===== config.mk =====
export PLATFORM = sky130hd
export DESIGN_NAME = microDatapath
export DESIGN_NICKNAME = d
export VERILOG_FILES = /design/src/hw/aluPkg.sv /design/src/hw/commandPkg.sv /design/src/hw/regAccessBus.sv /design/src/hw/apbCommandPort.sv /design/src/hw/registerFile.sv /design/src/hw/aluCore.sv /design/src/hw/microDatapath.sv
export VERILOG_INCLUDE_DIRS = /design/src /design/src/hw
export SDC_FILE = /design/constraint.sdc
export NUM_CORES = 1
export LEC_CHECK = 0
export BUFFER_PORTS_ARGS = -buffer_cell sky130_fd_sc_hd__buf_2
export CAP_MARGIN = 10
export CORE_MARGIN = 1
export CORE_UTILIZATION = 45
export DETAILED_ROUTE_END_ITERATION = 6
export SYNTH_ARGS = -nofsm -noshare
export SYNTH_HDL_FRONTEND = slang
export SYNTH_SLANG_ARGS = --single-unit

===== constraint.sdc =====
create_clock -name clock -period 7.8 [get_ports clock]
set_input_delay 0.78 -clock clock [delete_from_list [all_inputs] [get_ports clock]]
set_output_delay 0.78 -clock clock [all_outputs]
set_load 0.01 [all_outputs]

===== src/hw/datapath_config.svh =====
`ifndef DATAPATH_CONFIG_SVH
`define DATAPATH_CONFIG_SVH

// word width of the registers and the ALU
`define DATA_WIDTH 8

// general registers R0 to R3
`define REG_COUNT 4

// APB address map
`define APB_ADDR_WIDTH 4
`define ADDR_FLAGS     4   // read only flags just above R0..R3 at 0..3
`define ADDR_COMMAND   8   // write only micro-operation word

`endif


===== src/hw/aluPkg.sv =====
package aluPkg;

   // ALU function codes
   // codes 3, 6, 9, 13 and 15 are not implemented
   typedef enum logic [3:0] {
      aluPassA           = 4'd0,
      aluPassB           = 4'd1,
      aluNotA            = 4'd2,
      aluAdd             = 4'd4,   // A + B + carry
      aluSub             = 4'd5,
      aluAnd             = 4'd7,
      aluOr              = 4'd8,
      aluXor             = 4'd10,
      aluShiftLeft       = 4'd11,
      aluShiftRight      = 4'd12,
      aluShiftRightArith = 4'd14
   } aluOp_t;

   // status flags with zero in the top bit
   typedef struct packed {
      logic zero;
      logic carry;
      logic negative;
      logic overflow;
   } aluFlags_t;

endpackage


===== src/hw/commandPkg.sv =====
`include "datapath_config.svh"

package commandPkg;

   // per-register functions
   typedef enum logic [1:0] {
      funClear     = 2'd0,
      funLoad      = 2'd1,   // load immediate
      funDecrement = 2'd2,
      funIncrement = 2'd3
   } regFun_t;

   typedef logic [$clog2(`REG_COUNT)-1:0] regIndex_t;

   // register form has bit 15 set
   typedef struct packed {
      logic                   isRegForm;
      regFun_t                regFun;       // 14:13
      logic [1:0]             spareHigh;
      regIndex_t              destination;  // 10:9
      logic                   spareLow;
      logic [`DATA_WIDTH-1:0] immediate;    // 7:0
   } regForm_t;

   // ALU form has bit 15 clear
   typedef struct packed {
      logic           isRegForm;
      aluPkg::aluOp_t aluOp;        // 14:11
      regIndex_t      destination;  // 10:9 as in regForm
      regIndex_t      sourceA;      // 8:7
      regIndex_t      sourceB;      // 6:5
      logic [4:0]     spare;
   } aluForm_t;

   // one 16-bit command word read through whichever form bit 15 selects
   typedef union packed {
      regForm_t regForm;
      aluForm_t aluForm;
   } microOp_t;

endpackage


===== src/hw/regAccessBus.sv =====
`timescale 1ns/1ps
`include "datapath_config.svh"

interface regAccessBus;

   // command fields
   logic                   writeEnable;
   commandPkg::regFun_t    regFun;
   commandPkg::regIndex_t  destination;
   commandPkg::regIndex_t  sourceA;
   commandPkg::regIndex_t  sourceB;
   logic [`DATA_WIDTH-1:0] immediate;
   logic                   useAlu;      // result instead of regFun
   aluPkg::aluOp_t         aluOp;

   logic [`DATA_WIDTH-1:0] operandA;
   logic [`DATA_WIDTH-1:0] operandB;
   logic [`DATA_WIDTH-1:0] result;

   modport commander (
      output writeEnable, regFun, destination, sourceA, sourceB, immediate, useAlu, aluOp,
      input  operandA
   );

   modport storage (
      input  writeEnable, regFun, destination, sourceA, sourceB, immediate, useAlu, result,
      output operandA, operandB
   );

   // useAlu gates the flag update
   modport compute (
      input  operandA, operandB, aluOp, writeEnable, useAlu,
      output result
   );

endinterface


===== src/hw/apbCommandPort.sv =====
`timescale 1ns/1ps
`include "datapath_config.svh"

module apbCommandPort (
   input  logic                       clock,
   input  logic                       reset,
   input  logic                       psel,
   input  logic                       penable,
   input  logic                       pwrite,
   input  logic [`APB_ADDR_WIDTH-1:0] paddr,
   input  logic [15:0]                pwdata,
   output logic [15:0]                prdata,
   output logic                       pready,
   output logic                       pslverr,
   input  aluPkg::aluFlags_t          flags,
   regAccessBus.commander             bus
);

   localparam int INDEX_WIDTH = $bits(commandPkg::regIndex_t);

   commandPkg::microOp_t commandReg;   // captured micro-operation
   logic                 executePhase; // second access cycle of a command write

   logic accessCycle;
   logic commandWrite;
   logic validRead;
   logic flagsRead;

   // address decode
   assign accessCycle  = psel & penable;
   assign commandWrite = pwrite & (paddr == `APB_ADDR_WIDTH'(`ADDR_COMMAND));
   assign validRead    = ~pwrite & (paddr <= `APB_ADDR_WIDTH'(`ADDR_FLAGS));
   assign flagsRead    = paddr == `APB_ADDR_WIDTH'(`ADDR_FLAGS);

   always_ff @(posedge clock) begin
      if (reset) begin
         executePhase <= 1'b0;
      end else begin
         // set by the first access cycle, cleared by the second
         executePhase <= accessCycle & commandWrite & ~executePhase;
      end
   end

   always_ff @(posedge clock) begin
      if (accessCycle && commandWrite && !executePhase) begin
         commandReg <= pwdata;
      end
   end

   // one wait state on command writes, none on anything else
   assign pready  = accessCycle & (~commandWrite | executePhase);
   assign pslverr = accessCycle & ~commandWrite & ~validRead;

   assign bus.writeEnable = executePhase;
   assign bus.useAlu      = ~commandReg.regForm.isRegForm;
   assign bus.regFun      = commandReg.regForm.regFun;
   assign bus.immediate   = commandReg.regForm.immediate;
   assign bus.destination = commandReg.regForm.destination;
   assign bus.aluOp       = commandReg.aluForm.aluOp;
   assign bus.sourceB     = commandReg.aluForm.sourceB;

   // port A doubles as the host read port outside the execute cycle
   always_comb begin
      if (executePhase) begin
         bus.sourceA = commandReg.aluForm.sourceA;
      end else begin
         bus.sourceA = paddr[INDEX_WIDTH-1:0];
      end
   end

   always_comb begin
      prdata = '0;
      if (accessCycle && validRead) begin
         if (flagsRead) begin
            prdata = {{(16 - $bits(aluPkg::aluFlags_t)){1'b0}}, flags};
         end else begin
            prdata = {{(16 - `DATA_WIDTH){1'b0}}, bus.operandA}; // upper byte zero
         end
      end
   end

endmodule


===== src/hw/registerFile.sv =====
`timescale 1ns/1ps
`include "datapath_config.svh"

module registerFile (
   input  logic         clock,
   input  logic         reset,
   regAccessBus.storage bus
);

   logic [`DATA_WIDTH-1:0] regs [`REG_COUNT];
   logic [`DATA_WIDTH-1:0] currentValue;
   logic [`DATA_WIDTH-1:0] nextValue;

   assign currentValue = regs[bus.destination];

   // new value for the destination register
   always_comb begin
      if (bus.useAlu) begin
         nextValue = bus.result;
      end else begin
         case (bus.regFun)
            commandPkg::funClear:     nextValue = '0;
            commandPkg::funLoad:      nextValue = bus.immediate;
            commandPkg::funDecrement: nextValue = currentValue - `DATA_WIDTH'(1); // 0 wraps to 255
            commandPkg::funIncrement: nextValue = currentValue + `DATA_WIDTH'(1);
            default:                  nextValue = currentValue;
         endcase
      end
   end

   always_ff @(posedge clock) begin
      if (reset) begin
         regs <= '{default: '0};
      end else if (bus.writeEnable) begin
         regs[bus.destination] <= nextValue;
      end
   end

   // both read ports are combinational
   assign bus.operandA = regs[bus.sourceA];
   assign bus.operandB = regs[bus.sourceB];

endmodule


===== src/hw/aluCore.sv =====
`timescale 1ns/1ps
`include "datapath_config.svh"

module aluCore (
   input  logic              clock,
   input  logic              reset,
   regAccessBus.compute      bus,
   output aluPkg::aluFlags_t flags
);

   localparam int MSB = `DATA_WIDTH - 1;

   aluPkg::aluFlags_t flagReg;
   aluPkg::aluFlags_t nextFlags;

   logic [`DATA_WIDTH-1:0] opA;
   logic [`DATA_WIDTH-1:0] opB;
   logic [`DATA_WIDTH-1:0] aluResult;
   logic [`DATA_WIDTH:0]   sum;       // extra bit holds the carry out
   logic                   validOp;

   assign opA = bus.operandA;
   assign opB = bus.operandB;

   always_comb begin
      aluResult = '0;
      sum       = '0;
      nextFlags = flagReg;  // flags not touched by an op keep their value
      validOp   = 1'b1;
      case (bus.aluOp)
         aluPkg::aluPassA: aluResult = opA;
         aluPkg::aluPassB: aluResult = opB;
         aluPkg::aluNotA:  aluResult = ~opA;
         aluPkg::aluAdd: begin
            sum = {1'b0, opA} + {1'b0, opB} + {{`DATA_WIDTH{1'b0}}, flagReg.carry};
            aluResult          = sum[MSB:0];
            nextFlags.carry    = sum[`DATA_WIDTH];
            // same operand signs, different result sign
            nextFlags.overflow = (opA[MSB] == opB[MSB]) & (aluResult[MSB] != opA[MSB]);
         end
         aluPkg::aluSub: begin
            sum = {1'b0, opA} + {1'b0, ~opB} + `DATA_WIDTH'(1);
            aluResult          = sum[MSB:0];
            nextFlags.carry    = sum[`DATA_WIDTH];
            nextFlags.overflow = (opA[MSB] != opB[MSB]) & (aluResult[MSB] != opA[MSB]);
         end
         aluPkg::aluAnd: aluResult = opA & opB;
         aluPkg::aluOr:  aluResult = opA | opB;
         aluPkg::aluXor: aluResult = opA ^ opB;
         aluPkg::aluShiftLeft: begin
            aluResult       = opA << 1;
            nextFlags.carry = opA[MSB];  // bit shifted out
         end
         aluPkg::aluShiftRight: begin
            aluResult       = opA >> 1;
            nextFlags.carry = opA[0];
         end
         aluPkg::aluShiftRightArith: begin
            // sign bit repeats, carry stays
            aluResult = {opA[MSB], opA[MSB:1]};
         end
         default: begin
            validOp = 1'b0;  // unused codes leave the flags alone
         end
      endcase

      if (validOp) begin
         nextFlags.zero     = aluResult == '0;
         nextFlags.negative = aluResult[MSB];
      end
   end

   assign bus.result = aluResult;

   // flag register written only on ALU-form commands
   always_ff @(posedge clock) begin
      if (reset) begin
         flagReg <= '0;
      end else if (bus.writeEnable && bus.useAlu) begin
         flagReg <= nextFlags;
      end
   end

   assign flags = flagReg;

endmodule


===== src/hw/microDatapath.sv =====
`timescale 1ns/1ps
`include "datapath_config.svh"

module microDatapath (
   input  logic                       clock,
   input  logic                       reset,
   input  logic                       psel,
   input  logic                       penable,
   input  logic                       pwrite,
   input  logic [`APB_ADDR_WIDTH-1:0] paddr,
   input  logic [15:0]                pwdata,
   output logic [15:0]                prdata,
   output logic                       pready,
   output logic                       pslverr
);

   regAccessBus bus ();

   aluPkg::aluFlags_t flags;  // flag register read back over APB

   // decodes host commands and serves reads
   apbCommandPort commandPort (
      .clock   (clock),
      .reset   (reset),
      .psel    (psel),
      .penable (penable),
      .pwrite  (pwrite),
      .paddr   (paddr),
      .pwdata  (pwdata),
      .prdata  (prdata),
      .pready  (pready),
      .pslverr (pslverr),
      .flags   (flags),
      .bus     (bus.commander)
   );

   registerFile regFile (
      .clock (clock),
      .reset (reset),
      .bus   (bus.storage)
   );

   // result loops back into the register file
   aluCore alu (
      .clock (clock),
      .reset (reset),
      .bus   (bus.compute),
      .flags (flags)
   );

endmodule


==> impl_metrics.env, run 1 <==
export IMPL_rsz0062_at_grt="no"
export IMPL_remaining_drc_errors=0
export IMPL_synth_async_reset_ratio_pct=0
export IMPL_fin_worst_skew_ns=0.0100
export IMPL_max_slew_margin_rel_pct=28.4
export IMPL_crit_required_ns=8.00
export IMPL_synth_xor_area_share_pct=2.22
export IMPL_drv_slew=0
export IMPL_drt_iter0_drc=441
export IMPL_synth_top_family_by_area="simple AND/OR/NAND/NOR gates"
export IMPL_synth_area_per_cell_um2=8.90
export IMPL_layout_drive_gt1_share_pct=15.0
export IMPL_power_internal_w=0.000451
export IMPL_seqCellArea_mm2=0.00122
export IMPL_status="finished, final reports clean"
export IMPL_muxShareOfSynthArea_pct=18.9
export IMPL_switchingPower_w=0.000124
export IMPL_area_growth_pct=7.87
export IMPL_avgRoutedWirePerCell_um=21.9
export IMPL_synthTopCellsByArea="dfxtp_1, edfxtp_1, mux2i_1"
export IMPL_critPathCaptureType="flop"
export IMPL_fp_dieW_um=109
export IMPL_grt_pass1_wl_um=25200
export IMPL_synth_ff_type="dfxtp_1"
export IMPL_cts_resized=0
export IMPL_synth_top_area_cell="dfxtp_1"
export IMPL_dp_hpwl_um=12000
export IMPL_fillCellCount=1043
export IMPL_syn_cell_area_mm2=0.00514
export IMPL_netlist_instances=577
export IMPL_clkLatencyLatePin_ns=0.29
export IMPL_grt_remaining_overflow=0
export IMPL_first_pass_iters=5
export IMPL_antenna_cells=0
export IMPL_core_area_mm2=0.0110
export IMPL_worst_pin_slew_ns=1.06
export IMPL_cp_max_fo=13
export IMPL_row_count=38
export IMPL_worstSetupPathType="flop to flop"
export IMPL_synth_cell_types=77
export IMPL_clock_fmax_ghz=0.198
export IMPL_port_buffers=34
export IMPL_arrival_ns=5.27
export IMPL_synth_compound_area_share_pct=19.5
export IMPL_fin_crit_sh_pct=64.9
export IMPL_gp_congestion=0.912
export IMPL_p_leak_nw=2.14
export IMPL_cts_setup_buffers=0
export IMPL_yosys_warnings=0
export IMPL_vias_per_cell=6.54
export IMPL_numCtsBuffers=5
export IMPL_clk_pin_slew_worst_paths_ns=0.07
export IMPL_comb_power_share_pct=6.2
export IMPL_grt_pass1_vias=4484
export IMPL_fp_dieArea_mm2=0.0118
export IMPL_clock_sinks=53
export IMPL_hold_violations=0
export IMPL_fin_crit_ns=5.06
export IMPL_synth_top_area_share_pct=14.4
export IMPL_worst_setup_path_start_kind="flop"
export IMPL_nets=649
export IMPL_io_pins=43
export IMPL_initial_core_util_pct=46.8
export IMPL_finalSetupTns_ns=0
export IMPL_multi_input_area_mm2=0.00363
export IMPL_yosys_area_share_simple_pct=19.6
export IMPL_min_delay_path_class="flop to flop"
export IMPL_placed_area_mm2=0.00536
export IMPL_vias=4758
export IMPL_synth_adder_area_share_pct=9.60
export IMPL_grt_max_degree=45
export IMPL_swShare_pct=21.6
export IMPL_ant_nets=0
export IMPL_fin_area_mm2=0.00554
export IMPL_grt_usage_pct=28.3
export IMPL_cts_hold_buf=0
export IMPL_synth_edf_count=16
export IMPL_ir_worst_vdd_mv=0.0953
export IMPL_yosysSeqAreaShare_pct=23.8
export IMPL_max_cap_violations=0
export IMPL_cts_tree="yes"
export IMPL_cts_path_max_buffers=2
export IMPL_p_clk_share_pct=44.1
export IMPL_antenna_found_initial=0
export IMPL_p_per_area_mw_per_mm2=104
export IMPL_cts_root_buf="clkbuf_16"
export IMPL_drt_total_wl_um=15900
export IMPL_die_y_um=109
export IMPL_seq_power_share_pct=49.6
export IMPL_ys_ff_latch=53
export IMPL_finalSetupViolCount=0
export IMPL_cts_htree_levels=2
-- power groups by stage --
stage | clock [W] | combinational, W | sequential (W)
final | 0.000254 | 0.0000359 | 0.000286
after floorplan | 0 | 0.0000260 | 0.000291
after CTS | 0.000259 | 0.0000355 | 0.000285
after detailed placement | 0 | 0.0000355 | 0.000292
after global placement | 0 | 0.0000347 | 0.000292
after global routing | 0.000268 | 0.0000389 | 0.000286
-- path summary, 6_finish.rpt --
| kind | from | to | slack, ns | depth (start not counted) |
|---|---|---|---|---|
| min | regFile.regs[27]$_SDFFE_PP0P_ | regFile.regs[27]$_SDFFE_PP0P_ | 0.50 | 2 |
| min reg2reg | regFile.regs[27]$_SDFFE_PP0P_ | regFile.regs[27]$_SDFFE_PP0P_ | 0.50 | 2 |
| max reg2reg | commandPort.bus.writeEnable$_SDFF_PP0_ | alu.flags[3]$_SDFFE_PP0P_ | 2.74 | 13 |
| max | commandPort.bus.writeEnable$_SDFF_PP0_ | alu.flags[3]$_SDFFE_PP0P_ | 2.74 | 13 |
-- metal layers --
| layer | wire length, µm | vias up | GRT usage, % |
|---|---|---|---|
| li1 | - | 2181 | - |
| met1 | 6900 | 2318 | 38.6 |
| met2 | 7300 | 217 | 45.0 |
| met3 | 1230 | 42 | 4.48 |
| met4 | 507 | 0 | 10.8 |
| met5 | 0 | - | 0 |
-- registers in the layout, summed over array words and instances (netlist names) --
signal / cells
commandPort.bus.writeEnable: 1
commandPort.commandReg: 16
regFile.regs: 32
alu.flags: 4
-- logic make-up (layout without fill, tap and decap cells) --
| logic type | after synthesis | after routing |
|---|---|---|
| and+or+nand+nor | 185 | 185 |
| other | 1 | 8 |
| DFF | 53 | 53 |
| AOI/OAI and AO/OA | 141 | 141 |
| buffers and inverters | 76 | 80 |
| muxes | 71 | 71 |
| xor gates and xnor gates | 13 | 13 |
| adders and majority gates | 37 | 37 |
-- cell usage after synthesis, types with 10 or more instances --
cell,number
ha_1,33
buf_4,10
nor2b_1,10
mux2i_1,47
edfxtp_1,16
nand2_1,39
nand3_1,12
inv_1,29
dfxtp_1,37
a21oi_1,30
nor2_1,44
nor3_1,17
mux4_2,20
nand3b_1,12
o21ai_0,16
clkbuf_1,27
-- per-stage QoR --
step | util, % | hold slack (ns) | cells | power, W | setup slack [ns]
2_1_floorplan | - | 0.456 | 584 | 0.000317 | 3.45
3_3_place_gp | 48.8 | 0.466 | 719 | 0.000327 | 2.84
3_5_place_dp | 48.8 | 0.480 | 719 | 0.000327 | 2.59
4_1_cts | 50.3 | 0.490 | 727 | 0.000580 | 2.80
5_1_grt | 50.4 | 0.514 | 728 | 0.000593 | 2.43
6_report | 50.4 | 0.495 | 728 | 0.000575 | 2.74
-- layout make-up --
type | instances | share of cell area [%]
clock buffers | 6 | 2.33
clock inverters | 2 | 0.700
inverters | 30 | 2.03
multi-input cells | 455 | 65.5
flip-flops and latches | 53 | 22.0
well taps | 140 | 3.16
repair buffers | 42 | 4.22
-- layout by cell type, fill, tap and decap left out, types with 8 or more instances in the layout --
cell,netlist,final
conb_1,1,8
edfxtp_1,16,16
nor2_1,44,44
dfxtp_1,37,37
mux4_2,20,20
nand2_1,39,39
nor2b_1,10,10
mux2i_1,47,47
o211ai_1,8,8
ha_1,33,33
nand3_1,12,12
nor3_1,17,16
o21ai_0,16,16
buf_2,5,34
nand3b_1,12,12
a21oi_1,30,30
inv_1,29,29
-- worst max-delay path, cell delays in order, from the launching register on --
cell and delay [ns]:
dfxtp_1 0.65, mux2_4 0.46, mux2i_1 0.15, mux2i_1 0.50, inv_1 0.19, fa_1 0.49, fa_1 0.43, or2_2 0.31
a221oi_1 0.54, o31ai_1 0.16, nor4b_2 0.50, nand2_1 0.14, nand3b_1 0.22, o32ai_2 0.21
Power figures use the tool's default switching activity.
==> inputs of run 2 (changes only) <==
==> constraint.sdc (replaced) <==
create_clock -name clock -period 4.9 [get_ports clock]
set_input_delay 0.49 -clock clock [delete_from_list [all_inputs] [get_ports clock]]
set_output_delay 0.49 -clock clock [all_outputs]
set_load 0.01 [all_outputs]
==> run 2 against run 1 <==
  * Clock skew is 0.0015 ns lower
  * Die area unchanged
  * Highest routed layer unchanged
  * Critical path type unchanged
  * First-iteration DRC count up 16%
  * Largest cell class unchanged
  * Sequential cell count unchanged
  * Largest power group unchanged
  * Worst setup slack worse by 2.3 ns
  * Critical path depth did not move
==> impl_metrics.env, run 2 (synthesis results as in run 1) <==
export IMPL_status="finished, final reports clean"
export IMPL_drv_slew=0
export IMPL_cp_slowest_cell="dfxtp_1"
export IMPL_grt_remaining_overflow=0
export IMPL_cts_path_max_buffers=2
export IMPL_max_stage_delay_ns=0.64
export IMPL_finalSetupTns_ns=0
export IMPL_min_delay_path_class="input pin to flop"
export IMPL_whs_ns=0.357
export IMPL_max_cap_violations=0
export IMPL_cts_resized=0
export IMPL_hold_violations=0
export IMPL_top_register="regFile.regs"
export IMPL_fillCellCount=1068
export IMPL_path_cells="mux2_4 > mux2i_1 > mux2i_1 > inv_1 > fa_1 > fa_1 > or2_2 > a221oi_1 > o31ai_1 > nor4b_2 > nand2_1 > nand3b_1 > o32ai_2"
export IMPL_fin_worst_skew_ns=0.00853
export IMPL_p_leak_nw=2.17
export IMPL_final_cell_mix="mux2i_1, nor2_1, nand2_1"
export IMPL_ir_worst_vdd_mv=0.168
export IMPL_fp_dieW_um=109
export IMPL_dp_hpwl_um=12300
export IMPL_cts_setup_buffers=0
export IMPL_grt_pass1_vias=4550
export IMPL_clock_sinks=53
export IMPL_clock_fmax_ghz=0.222
export IMPL_area_growth_pct=8.48
export IMPL_numCtsBuffers=5
export IMPL_core_area_mm2=0.0110
export IMPL_pre_cts_slack_ns=0.474
export IMPL_fp_dieArea_mm2=0.0118
export IMPL_vias=4803
export IMPL_p_total_w=0.000892
export IMPL_antenna_found_initial=0
export IMPL_worst_pin_slew_ns=0.999
export IMPL_fin_crit_ns=4.50
export IMPL_clkLatencyLatePin_ns=0.30
export IMPL_cts_root_buf="clkbuf_16"
export IMPL_arrival_ns=4.72
export IMPL_layout_drive_gt1_share_pct=16.0
export IMPL_crit_required_ns=5.12
export IMPL_cts_tree="yes"
export IMPL_multi_input_area_mm2=0.00362
export IMPL_remaining_drc_errors=0
export IMPL_port_buffers=34
export IMPL_grt_max_degree=45
export IMPL_finalSetupViolCount=0
export IMPL_ant_nets=0
export IMPL_antenna_cells=0
export IMPL_clk_pin_slew_worst_paths_ns=0.08
export IMPL_vias_per_cell=6.53
export IMPL_largest_reg_flops=32
export IMPL_cts_hold_buf=0
export IMPL_row_count=38
export IMPL_layout_commonest_cell="mux2i_1"
export IMPL_nets=656
export IMPL_critPathCaptureType="flop"
export IMPL_fin_crit_sh_pct=91.8
export IMPL_die_y_um=109
export IMPL_io_pins=43
export IMPL_grt_pass1_wl_um=25700
export IMPL_worstSetupPathType="flop to flop"
export IMPL_gp_congestion=0.943
export IMPL_seqCellArea_mm2=0.00122
export IMPL_worst_setup_path_start_kind="flop"
export IMPL_max_slew_margin_rel_pct=33.3
export IMPL_p_per_area_mw_per_mm2=160
export IMPL_initial_core_util_pct=46.8
export IMPL_drt_total_wl_um=16300
export IMPL_avgRoutedWirePerCell_um=22.2
export IMPL_fin_ws_ns=0.400
export IMPL_rsz0062_at_grt="no"
export IMPL_grt_usage_pct=29.1
export IMPL_first_pass_iters=5
export IMPL_cp_max_fo=13
export IMPL_cts_htree_levels=2
export IMPL_drt_iter0_drc=512
run 2: critical path, delay by kind of cell (launching register included):
family,cells,cell delay [ns]
compound gates,3,0.86
mux,3,0.83
simple gates,4,1.08
fa+ha+maj,2,0.88
flops,1,0.64
buf+inv,1,0.13
run 2: cell type report:
| cell class | count | area share (%) |
|---|---|---|
| clock buffers | 6 | 2.49 |
| clock inverters | 2 | 0.314 |
| inverters | 30 | 2.02 |
| multi-input cells | 455 | 65.0 |
| flip-flops and latches | 53 | 21.9 |
| well taps | 140 | 3.14 |
| repair buffers | 49 | 5.08 |
run 2: metrics by stage:
stage / cell area [µm²] / instances / util (%)
floorplan: 5160 / 584 / -
global placement: 5420 / 727 / 49.3
detailed placement: 5420 / 727 / 49.3
CTS: 5570 / 735 / 50.7
global route: 5570 / 735 / 50.7
finish: 5570 / 735 / 50.7
run 2: worst paths after layout:
path,from,endpoint,slack [ns],cells after the start
setup / recovery,commandPort.bus.writeEnable$_SDFF_PP0_,alu.flags[3]$_SDFFE_PP0P_,0.40,13
hold / removal,pwdata[13],commandPort.commandReg[13]$_DFFE_PP_,0.36,1
setup reg to reg,commandPort.bus.writeEnable$_SDFF_PP0_,alu.flags[3]$_SDFFE_PP0P_,0.40,13
hold reg to reg,regFile.regs[25]$_SDFFE_PP0P_,regFile.regs[25]$_SDFFE_PP0P_,0.49,2
run 2: power breakdown:
group	leakage [nW]	internal, W	switching [W]
logic	1.66	0.0000233	0.0000341
registers	0.442	0.000452	0.00000231
clock network	0.0775	0.000207	0.000174
total	2.17	0.000682	0.000210
run 2: per-layer routing:
metal  global-route usage [%]  up-vias  part of all wire, %
met4                     10.7        0                  2.7
met1                     38.3     2334                   43
li1                         -     2196                    -
met3                     4.66       36                  7.8
met5                        0        -                    0
met2                     47.8      237                   46
==> inputs of run 3 (changes only) <==
--- a/config.mk
+++ b/config.mk
@@ -11,6 +11,7 @@
 export CORE_MARGIN = 1
 export CORE_UTILIZATION = 45
 export DETAILED_ROUTE_END_ITERATION = 6
+export PLACE_DENSITY_LB_ADDON = 0.12
 export SYNTH_ARGS = -nofsm -noshare
 export SYNTH_HDL_FRONTEND = slang
 export SYNTH_SLANG_ARGS = --single-unit
==> run 3 against run 2 <==
  * The flow now finishes with violations (design-rule violations)
  * Power down 1.1%
  * Final cell count stayed put
  * Combinational power up 2%
  * Non-clock buffer count is the same
  * First-iteration DRC count up 0.59%
  * Design area is 0.25% lower
  * Critical path depth unchanged
  * Worst setup slack improved by 0.024 ns
  * Largest cell class unchanged
==> impl_metrics.env, run 3 (synthesis results as in run 1) <==
export IMPL_core_area_mm2=0.0110
export IMPL_seqCellArea_mm2=0.00122
export IMPL_top_register="regFile.regs"
export IMPL_clock_fmax_ghz=0.223
export IMPL_switchingPower_w=0.000216
export IMPL_drt_iter0_drc=515
export IMPL_antenna_found_initial=0
export IMPL_drv_slew=0
export IMPL_clk_pin_slew_worst_paths_ns=0.08
export IMPL_cts_hold_buf=0
export IMPL_hold_violations=0
export IMPL_arrival_ns=4.70
export IMPL_grt_pass1_wl_um=25600
export IMPL_cts_resized=0
export IMPL_largest_reg_flops=32
export IMPL_vias_per_cell=6.49
export IMPL_layout_commonest_cell="mux2i_1"
export IMPL_io_pins=43
export IMPL_fp_dieW_um=109
export IMPL_fin_area_mm2=0.00556
export IMPL_grt_pass1_vias=4492
export IMPL_min_delay_path_class="input pin to flop"
export IMPL_status="finished, violations left"
export IMPL_fin_ws_ns=0.424
export IMPL_rrSetupSlack_ns=0.42
export IMPL_clkLatencyLatePin_ns=0.31
export IMPL_pre_cts_slack_ns=0.455
export IMPL_holdCritStartpoint="pwdata[14]"
export IMPL_layout_drive_gt1_share_pct=15.8
export IMPL_port_buffers=34
export IMPL_p_clk_share_pct=41.9
export IMPL_comb_power_share_pct=6.6
export IMPL_dp_hpwl_um=12200
export IMPL_cts_tree="yes"
export IMPL_cts_htree_levels=2
export IMPL_cts_setup_buffers=0
export IMPL_hold_path_depth=1
export IMPL_ir_worst_vdd_mv=0.176
export IMPL_fin_worst_skew_ns=0.0111
export IMPL_grt_max_degree=45
export IMPL_antenna_cells=0
export IMPL_area_growth_pct=8.21
export IMPL_worstSetupPathType="flop to flop"
export IMPL_r2r_cells=13
export IMPL_placed_area_mm2=0.00542
export IMPL_critPathCaptureType="flop"
export IMPL_nets=656
export IMPL_max_cap_violations=0
export IMPL_p_per_area_mw_per_mm2=159
export IMPL_r2r_end="alu.flags[3]$_SDFFE_PP0P_"
export IMPL_fp_dieArea_mm2=0.0118
export IMPL_gp_congestion=0.910
export IMPL_r2r_start="commandPort.bus.writeEnable$_SDFF_PP0_"
export IMPL_violations="design-rule violations"
export IMPL_placedCellCount=727
export IMPL_whs_endpoint="commandPort.commandReg[14]$_DFFE_PP_"
export IMPL_seq_power_share_pct=51.4
export IMPL_numCtsBuffers=5
export IMPL_drt_total_wl_um=16500
export IMPL_final_cell_mix="mux2i_1, nor2_1, nand2_1"
export IMPL_cts_path_max_buffers=2
export IMPL_multi_input_area_mm2=0.00362
export IMPL_crit_required_ns=5.12
export IMPL_instances_no_fill=735
export IMPL_fillCellCount=1060
export IMPL_grt_usage_pct=29.2
export IMPL_p_leak_nw=2.17
export IMPL_max_slew_margin_rel_pct=25.3
export IMPL_initial_core_util_pct=46.8
export IMPL_worst_setup_path_start_kind="flop"
export IMPL_power_internal_w=0.000667
export IMPL_fin_crit_ns=4.48
export IMPL_worst_pin_slew_ns=1.11
export IMPL_clock_sinks=53
export IMPL_row_count=38
export IMPL_ant_nets=0
export IMPL_grt_remaining_overflow=0
export IMPL_die_y_um=109
export IMPL_remaining_drc_errors=1
export IMPL_first_pass_iters=7
export IMPL_fin_crit_sh_pct=91.3
export IMPL_rsz0062_at_grt="no"
export IMPL_swShare_pct=24.5
export IMPL_avgRoutedWirePerCell_um=22.5
export IMPL_cts_root_buf="clkbuf_16"
export IMPL_cp_max_fo=13
export IMPL_vias=4770
export IMPL_finalSetupTns_ns=0
export IMPL_finalSetupViolCount=0
run 3: cell counts in the layout (fill, tap and decap cells not counted):
Identical to the previous run, type by type.
run 3: final cells by class:
type | count | share of cell area (%)
clock buffer | 6 | 2.32
clock inverter | 2 | 0.248
inverter | 30 | 2.03
multi-input combinational | 455 | 65.2
sequential | 53 | 22.0
tap | 140 | 3.15
timing repair buffer | 49 | 5.09
run 3: layer usage:
metal | GRT usage, % | part of all wire [%] | vias to the layer above
met2 | 46.7 | 46 | 205
met3 | 5.08 | 6.8 | 42
li1 | - | - | 2195
met5 | 0 | 0 | -
met4 | 11.6 | 3.3 | 0
met1 | 39.0 | 44 | 2328
run 3: how the worst max path moves through the flow:
stage                           endpoint  slack, ns                                    from  cells after the start
2_1_floorplan  alu.flags[3]$_SDFFE_PP0P_       0.84                                paddr[0]                     14
3_3_place_gp   alu.flags[3]$_SDFFE_PP0P_       0.61  commandPort.bus.writeEnable$_SDFF_PP0_                     13
3_5_place_dp   alu.flags[3]$_SDFFE_PP0P_       0.45  commandPort.bus.writeEnable$_SDFF_PP0_                     13
4_1_cts        alu.flags[3]$_SDFFE_PP0P_       0.43  commandPort.bus.writeEnable$_SDFF_PP0_                     13
5_1_grt        alu.flags[3]$_SDFFE_PP0P_       0.16  commandPort.bus.writeEnable$_SDFF_PP0_                     13
6_report       alu.flags[3]$_SDFFE_PP0P_       0.42  commandPort.bus.writeEnable$_SDFF_PP0_                     13
run 3: through the flow:
| step | utilization [%] | power, W | hold WS (ns) |
|---|---|---|---|
| global route | 50.6 | 0.000910 | 0.351 |
| CTS | 50.6 | 0.000891 | 0.353 |
| floorplan | - | 0.000504 | 0.456 |
| global placement | 49.3 | 0.000521 | 0.470 |
| detailed placement | 49.3 | 0.000522 | 0.476 |
| finish | 50.6 | 0.000883 | 0.352 |
run 3: critical path: stages (launching register included):
cell and delay, ns:
dfxtp_1 0.62, mux2_4 0.45, mux2i_1 0.15, mux2i_1 0.22, inv_1 0.13, fa_1 0.45, fa_1 0.43, or2_2 0.31
a221oi_1 0.50, o31ai_1 0.17, nor4b_2 0.42, nand2_1 0.13, nand3b_1 0.20, o32ai_2 0.20
run 3: power by group through the flow:
stage	Clock (W)	Sequential, W	Combinational, W
2_1_floorplan	0	0.000463	0.0000414
3_3_place_gp	0	0.000464	0.0000567
3_5_place_dp	0	0.000464	0.0000580
4_1_cts	0.000379	0.000454	0.0000582
5_1_grt	0.000393	0.000454	0.0000634
6_report	0.000370	0.000454	0.0000586
